<file path="src/rtl/tx_path_params.svh">
// Sizing of the transmit path FIFO and the packet counter
// Depth is a power of two set by its address width
// A packet longer than depth minus margin deadlocks the queue
`ifndef TX_PATH_PARAMS_SVH
`define TX_PATH_PARAMS_SVH

// log2 of the beat FIFO depth
`define TX_FIFO_ADDR_W 9

// Free entries at or below which almost_full is raised
`define TX_AFULL_MARGIN 10

// One bit wider than the FIFO address, counts up to depth packets
`define TX_PKT_CNT_W (`TX_FIFO_ADDR_W + 1)

`endif

</file>
<file path="src/rtl/tx_path_pkg.sv">
// Types shared by the transmit path blocks
// Strobe codes 0..7 mean bytes 0..n valid, 8 marks an illegal strobe
`default_nettype none

package tx_path_pkg;

   // MAC-side send sequence
   typedef enum logic [1:0] {
      IDLE,
      WAIT_ACK,
      SEND,
      IFG
   } tx_state_t;

   // Compressed byte strobe stored alongside each beat
   typedef logic [3:0] strb_code_t;

   // Anything that is not a low-aligned contiguous strobe
   localparam strb_code_t STRB_ILLEGAL = 4'h8;

endpackage

`default_nettype wire

</file>
<file path="src/rtl/tx_fifo_if.sv">
// Bundle between the transmit queue and its beat FIFO
// Read side is first-word-fall-through, head valid while empty is low
`timescale 1ns/10ps
`default_nettype none
`include "tx_path_params.svh"

interface tx_fifo_if;
   import tx_path_pkg::*;

   // Write side
   logic [63:0]              wr_data;
   strb_code_t               wr_code;
   logic                     wr_last;
   logic                     wr_en;
   logic                     almost_full;
   // Current fill, mostly for monitoring
   logic [`TX_FIFO_ADDR_W:0] level;

   // Read side
   logic [63:0]              rd_data;
   strb_code_t               rd_code;
   logic                     rd_last;
   logic                     empty;
   logic                     rd_en;

   modport wr_mp (output wr_data, wr_code, wr_last, wr_en, input almost_full, level);
   modport rd_mp (input rd_data, rd_code, rd_last, empty, output rd_en);
   modport fifo_mp (
      input  wr_data, wr_code, wr_last, wr_en, rd_en,
      output almost_full, level, rd_data, rd_code, rd_last, empty
   );

endinterface

`default_nettype wire

</file>
<file path="src/rtl/tx_queue.sv">
// AXI-stream to 10G MAC transmit converter, single clock
// Store and forward, a packet is sent only once fully queued
// Only low-aligned contiguous strobes survive, others give zero byte-valid
// The MAC cannot stall a packet after tx_ack
`timescale 1ns/10ps
`default_nettype none
`include "tx_path_params.svh"

module tx_queue (
   input  logic        clk,
   input  logic        reset,
   // AXI-stream slave
   input  logic [63:0] tdata,
   input  logic [7:0]  tstrb,
   input  logic        tvalid,
   input  logic        tlast,
   output logic        tready,
   // MAC transmit side
   output logic [63:0] tx_data,
   output logic [7:0]  tx_data_valid,
   output logic        tx_start,
   input  logic        tx_ack,
   // Beat FIFO
   tx_fifo_if.wr_mp    wr,
   tx_fifo_if.rd_mp    rd
);
   import tx_path_pkg::*;

   localparam logic [`TX_PKT_CNT_W-1:0] CNT_ONE = `TX_PKT_CNT_W'(1);

   tx_state_t                state;
   logic [`TX_PKT_CNT_W-1:0] pkt_cnt;
   logic                     beat_accept;
   logic                     pkt_done;
   logic                     out_load;
   logic [63:0]              out_data;
   strb_code_t               out_code;
   logic                     out_last;

   // Byte strobe to 4-bit code
   function automatic strb_code_t encode_strb(input logic [7:0] strb);
      case (strb)
         8'h01:   return 4'h0;
         8'h03:   return 4'h1;
         8'h07:   return 4'h2;
         8'h0F:   return 4'h3;
         8'h1F:   return 4'h4;
         8'h3F:   return 4'h5;
         8'h7F:   return 4'h6;
         8'hFF:   return 4'h7;
         default: return STRB_ILLEGAL;
      endcase
   endfunction

   // Code n gives bytes 0..n, anything above 7 gives nothing
   function automatic logic [7:0] decode_strb(input strb_code_t code);
      if (code >= STRB_ILLEGAL) begin
         return 8'h00;
      end
      return 8'hFF >> (3'd7 - code[2:0]);
   endfunction

   //////////////////////////////////////////////////////////////////////
   // AXI write side
   //////////////////////////////////////////////////////////////////////

   assign tready      = ~wr.almost_full;
   assign beat_accept = tvalid & tready;

   assign wr.wr_en   = beat_accept;
   assign wr.wr_data = tdata;
   assign wr.wr_code = encode_strb(tstrb);
   assign wr.wr_last = tlast;

   // Delayed so the counter never runs ahead of the FIFO contents
   always_ff @(posedge clk) begin
      if (reset) begin
         pkt_done <= 1'b0;
      end else begin
         pkt_done <= beat_accept & tlast;
      end
   end

   // Complete packets waiting in the FIFO
   always_ff @(posedge clk) begin
      if (reset) begin
         pkt_cnt <= '0;
      end else begin
         case ({pkt_done, tx_start})
            2'b10:   pkt_cnt <= pkt_cnt + CNT_ONE;
            2'b01:   pkt_cnt <= pkt_cnt - CNT_ONE;
            default: pkt_cnt <= pkt_cnt;
         endcase
      end
   end

   //////////////////////////////////////////////////////////////////////
   // MAC read side
   //////////////////////////////////////////////////////////////////////

   assign tx_start = (state == IDLE) && (pkt_cnt != '0);

   // Pop on ack, then once per SEND cycle until the end beat is out
   assign out_load = ((state == WAIT_ACK) && tx_ack) || ((state == SEND) && !out_last);
   assign rd.rd_en = out_load;

   always_ff @(posedge clk) begin
      if (reset) begin
         state <= IDLE;
      end else begin
         case (state)
            IDLE: begin
               if (pkt_cnt != '0) begin
                  state <= WAIT_ACK;
               end
            end
            WAIT_ACK: begin
               if (tx_ack) begin
                  state <= SEND;
               end
            end
            SEND: begin
               if (out_last) begin
                  state <= IFG;
               end
            end
            // One idle beat between frames
            IFG: state <= IDLE;
            default: state <= IDLE;
         endcase
      end
   end

   // Output beat register
   always_ff @(posedge clk) begin
      if (out_load) begin
         out_data <= rd.rd_data;
         out_code <= rd.rd_code;
      end
   end

   always_ff @(posedge clk) begin
      if (reset) begin
         out_last <= 1'b0;
      end else if (out_load) begin
         out_last <= rd.rd_last;
      end
   end

   assign tx_data       = out_data;
   assign tx_data_valid = (state == SEND) ? decode_strb(out_code) : 8'h00;

endmodule

`default_nettype wire

</file>
<file path="src/flat_wrapper.sv">
// flat-port wrapper written by rule: the top's interface ports become plain ports
module tx_queue_flat import tx_path_pkg::*;
  (clk, reset, tdata, tstrb, tvalid, tlast, tready, tx_data, tx_data_valid, tx_start, tx_ack, wr_wr_data, wr_wr_code, wr_wr_last, wr_wr_en, wr_almost_full, wr_level, rd_rd_data, rd_rd_code, rd_rd_last, rd_empty, rd_rd_en);
  tx_fifo_if wr_i ();
  tx_fifo_if rd_i ();
  input  logic clk;
  input  logic reset;
  input  logic [63:0] tdata;
  input  logic [7:0] tstrb;
  input  logic tvalid;
  input  logic tlast;
  output logic tready;
  output logic [63:0] tx_data;
  output logic [7:0] tx_data_valid;
  output logic tx_start;
  input  logic tx_ack;
  output wire logic [$bits(wr_i.wr_data)-1:0] wr_wr_data;
  output wire logic [$bits(wr_i.wr_code)-1:0] wr_wr_code;
  output wire logic [$bits(wr_i.wr_last)-1:0] wr_wr_last;
  output wire logic [$bits(wr_i.wr_en)-1:0] wr_wr_en;
  input wire logic [$bits(wr_i.almost_full)-1:0] wr_almost_full;
  input wire logic [$bits(wr_i.level)-1:0] wr_level;
  input wire logic [$bits(rd_i.rd_data)-1:0] rd_rd_data;
  input wire logic [$bits(rd_i.rd_code)-1:0] rd_rd_code;
  input wire logic [$bits(rd_i.rd_last)-1:0] rd_rd_last;
  input wire logic [$bits(rd_i.empty)-1:0] rd_empty;
  output wire logic [$bits(rd_i.rd_en)-1:0] rd_rd_en;
  assign wr_wr_data = wr_i.wr_data;
  assign wr_wr_code = wr_i.wr_code;
  assign wr_wr_last = wr_i.wr_last;
  assign wr_wr_en = wr_i.wr_en;
  assign wr_i.almost_full = wr_almost_full;
  assign wr_i.level = wr_level;
  assign rd_i.rd_data = rd_rd_data;
  assign rd_i.rd_code = rd_rd_code;
  assign rd_i.rd_last = rd_rd_last;
  assign rd_i.empty = rd_empty;
  assign rd_rd_en = rd_i.rd_en;
  tx_queue u_core (.clk(clk), .reset(reset), .tdata(tdata), .tstrb(tstrb), .tvalid(tvalid), .tlast(tlast), .tready(tready), .tx_data(tx_data), .tx_data_valid(tx_data_valid), .tx_start(tx_start), .tx_ack(tx_ack), .wr(wr_i), .rd(rd_i));
endmodule
</file>
<file path="config.mk">
export PLATFORM = sky130hd
export DESIGN_NAME = tx_queue_flat
export DESIGN_NICKNAME = d
export VERILOG_FILES = /design/src/rtl/tx_path_pkg.sv /design/src/rtl/tx_fifo_if.sv /design/src/rtl/tx_queue.sv /design/src/flat_wrapper.sv
export VERILOG_INCLUDE_DIRS = /design/src /design/src/rtl
export SDC_FILE = /design/constraint.sdc
export NUM_CORES = 1
export LEC_CHECK = 0
export ABC_AREA = 1
export BUFFER_PORTS_ARGS = -buffer_cell sky130_fd_sc_hd__buf_2
export CORE_AREA = 2 2 117 119
export CTS_CLUSTER_DIAMETER = 40
export DETAILED_ROUTE_END_ITERATION = 8
export DIE_AREA = 0 0 119 121
export PLACE_DENSITY = 0.64
export SYNTH_ARGS = -nofsm -noshare
export SYNTH_HDL_FRONTEND = slang
export SYNTH_SLANG_ARGS = --single-unit
</file>
<file path="constraint.sdc">
create_clock -name clk -period 5.1 [get_ports clk]
set_input_delay 0 -clock clk [delete_from_list [all_inputs] [get_ports clk]]
set_output_delay 0 -clock clk [all_outputs]
set_load 0.05 [all_outputs]
</file>
==> impl_table.tex <==
\begin{tabular}{lr}
\hline
Metric & Value \\
\hline
\multicolumn{2}{l}{\textbf{Final layout}} \\
\quad Net total in the final layout & 706 \\
\quad Number of antenna repair diodes & 0 \\
\quad Layout overhead on the synthesized area & 40.6\% \\
\quad Final Core Density & 0.415 \\
\quad Fraction of layout instances using a drive strength above 1 & 0.352 \\
\quad Most frequent standard cell in the layout excluding fill and tap cells & buf\_2 \\
\quad Most frequent cells in the layout & buf\_2, dlygate4sd3\_1, edfxtp\_1, nand2\_1, inv\_1 \\
\quad Count of non-filler cells in the finished layout & 721 \\
\quad Final design instance area without fill & 5430 um\^{}2 \\
\multicolumn{2}{l}{\textbf{Global routing}} \\
\quad Initial antenna violation count & 0 \\
\quad Overall track demand over capacity in global routing & 0.137 \\
\quad First-pass GRT wire length & 15300 um \\
\quad Largest net degree at the start of global routing & 62 \\
\quad Via count of the first global-routing pass & 3058 \\
\quad Aggregate global routing overflow & 0 \\
\multicolumn{2}{l}{\textbf{Clock network}} \\
\quad Clock insertion delay at the later pin of the skew report & 0.33 ns \\
\quad CTS Root Cell & clkbuf\_16 \\
\quad Clock sink count & 82 \\
\quad Total CTS buffers & 9 \\
\quad H-Tree Level Count & 3 \\
\quad Maximum clock path buffer count & 2 \\
\quad Reg clk slew, reported paths & 0.06 ns \\
\quad CTS tree & done \\
\multicolumn{2}{l}{\textbf{Critical path}} \\
\quad Worst-path maximum fanout & 15 \\
\quad CP max stage delay & 0.40 ns \\
\quad Crit path DAT & 2.98 ns \\
\quad Required time of the worst setup path & 5.33 ns \\
\quad CP max-delay cell & ha\_1 \\
\quad Critical Path End Type & register \\
\quad CP cell instances & nor2\_1 > nand3\_1 > nor4\_1 > nor2\_1 > ha\_1 > nor2\_2 > nor2\_4 > ha\_1 > o21bai\_1 > nand3\_1 > nand3\_2 > xor2\_1 > o21ai\_0 > inv\_1 \\
\quad Critical Setup Path Class & register to register \\
\quad Startpoint type of the worst setup path & register \\
\multicolumn{2}{l}{\textbf{Route}} \\
\quad Total via count after detailed routing & 3102 \\
\quad Detailed Route WL & 10100 um \\
\quad DRT iter0 DRCs & 174 \\
\quad Routed WL per cell & 14.1 um \\
\quad Ratio of routed vias to standard cells & 4.30 \\
\quad Number of nets with antenna violations after routing & 0 \\
\quad Number of design rule violations left after detail routing & 0 \\
\quad Router iterations before antenna repair & 4 \\
\multicolumn{2}{l}{\textbf{Die}} \\
\quad FP Rows & 42 \\
\quad Count of pins on the block boundary & 303 \\
\quad Width of the die & 119 um \\
\quad Height of the chip & 121 um \\
\quad Initial cell density of the core & 0.295 \\
\quad Overall die area & 14400 um\^{}2 \\
\quad Core Area & 13100 um\^{}2 \\
\multicolumn{2}{l}{\textbf{Timing}} \\
\quad Final min period & 2.75 ns \\
\quad Post-route clock period utilization & 0.538 \\
\quad Headroom to the max-slew limit & 0.499 \\
\quad Final setup fails & 0 \\
\quad Number of pins exceeding their max-slew limit in the final report & 0 \\
\quad Achievable frequency & 364 MHz \\
\quad Total Negative Setup Slacks & 0 ns \\
\quad Hold slack final & 0.0000193 ns \\
\quad Measured slew at the worst slew-check pin & 0.752 ns \\
\quad Final worst clock skew & 0.00526 ns \\
\quad Final setup slack of the worst path & 2.35 ns \\
\quad Unrepaired setup endpoints after global routing & no \\
\quad Final Hold Fails & 0 \\
\multicolumn{2}{l}{\textbf{Placed design}} \\
\quad Count of buffers inserted at the top-level ports & 163 \\
\quad Instance count after placement with tap cells included & 633 \\
\quad Post-DP HPWL & 7270 um \\
\quad Setup slack after placement & 2.35 ns \\
\quad Last weighted congestion value of the routability-driven placer & 0.841 \\
\quad Area after DPL & 4410 um\^{}2 \\
\multicolumn{2}{l}{\textbf{Logic synthesis}} \\
\quad Number of warnings reported in the yosys synthesis log & 0 \\
\quad Number of distinct library cells after synthesis & 32 \\
\quad Synthesized area per cell & 10.7 um\^{}2 \\
\quad Area of the mapped netlist & 3860 um\^{}2 \\
\quad Proportion of synthesized chip area in sequential cells & 0.601 \\
\quad Dominant cell type by area after synthesis & edfxtp\_1 \\
\quad Post-synthesis net count & 528 \\
\quad Post-synthesis register bit count & 82 \\
\quad Top cells by area, synth & edfxtp\_1, buf\_4, dfxtp\_1, nand2\_1, inv\_1 \\
\quad Cell count after synthesis & 362 \\
\quad Share of the synthesized area in the top cell type & 0.528 \\
\multicolumn{2}{l}{\textbf{Run}} \\
\quad Max capacitance violation total & 0 \\
\multicolumn{2}{l}{\textbf{Pwr}} \\
\quad Max rail drop VDD & 0.190 mV \\
\quad Static power due to leakage & 2.50 nW \\
\quad Power density relative to cell area & 611 nW/um\^{}2 \\
\quad Total Power Consumption & 3.32 mW \\
\multicolumn{2}{l}{\textbf{Hold path}} \\
\quad Class of the worst hold path & input pin to output port \\
\multicolumn{2}{l}{\textbf{Run status}} \\
\quad Outcome & completed \\
\hline
\end{tabular}
-- power by group --
part | total [mW] | leakage (nW) | switching [mW] | internal, mW
Sequential | 1.06 | 0.753 | 0.0792 | 0.984
Combinational | 1.61 | 1.60 | 1.19 | 0.422
Clock | 0.647 | 0.142 | 0.264 | 0.382
Total | 3.32 | 2.50 | 1.53 | 1.79
-- cells by family after synthesis --
| group | count (synthesis) | share of synthesized area |
|---|---|---|
| AOI/OAI and AO/OA | 34 | 0.0492 |
| and+or+nand+nor | 119 | 0.138 |
| xor gates and xnor gates | 4 | 0.00907 |
| DFF | 82 | 0.601 |
| buffers and inverters | 115 | 0.177 |
| adders and majority gates | 8 | 0.0259 |
-- cells in the mapped netlist (all sizes together) --
cell type and instances:
nand3b 1, xor2 3, dfxtp 14, buf 67
nand2 50, nand4 2, o21a 1, o21ai 13
xnor2 1, edfxtp 68, nand3 19, and3 1
nor3 4, a21oi 14, nor2 41, a31o 1
o21bai 2, o22ai 2, clkbuf 2, inv 46
ha 8, a211oi 1, nor4 1
-- layer usage --
layer	wire length, um	share of wire	global-route usage	vias up
met5	0	0	0	-
met4	320	0.032	0.0714	0
met3	849	0.084	0.0432	35
met2	5160	0.51	0.250	158
met1	3820	0.38	0.140	1424
li1	-	-	-	1485
-- state kept, by name, indices dropped and copies added (netlist names) --
signal / count
u_core.out_last: 1
u_core.pkt_done: 1
u_core.tx_data: 64
u_core.pkt_cnt: 10
u_core.out_code: 4
u_core.state: 2
-- area by class of cell --
class / instances / area, um^2
Timing Repair Buffer: 236 / 1540
Clock inverter: 7 / 76.3
Multi-Input combinational cell: 165 / 871
Fill cell: 1218 / 7650
Sequential cell: 82 / 2320
Clock buffer: 9 / 225
Tap cell: 176 / 220
Inverter: 46 / 173
-- worst paths after layout --
path	from	to	slack, ns	cells after the start
setup / recovery	u_core.pkt_cnt[7]	u_core.pkt_cnt[4]	2.35	14
hold / removal	tdata[28]	wr_wr_data[28]	0.00002	0
setup reg to reg	u_core.pkt_cnt[7]	u_core.pkt_cnt[4]	2.35	14
hold reg to reg	u_core.state[1]	u_core.state[1]	0.53	2
-- worst max-delay path, delay by kind of cell (launching register included) --
| family | cells | cell delay [ns] |
|---|---|---|
| buffers and inverters | 1 | 0.05 |
| adders and majority gates | 2 | 0.57 |
| xor gates and xnor gates | 1 | 0.16 |
| AOI/OAI and AO/OA | 2 | 0.33 |
| and+or+nand+nor | 8 | 1.18 |
| DFF | 1 | 0.34 |
-- repair_timing --
item | 4_1_cts | 5_1_grt
resized for setup | 0 | 0
hold buffers | 72 | 0
endpoints found under the hold margin | 70 | 0
setup buffers | 0 | 0
No activity file was read; power rests on OpenSTA's default activity.
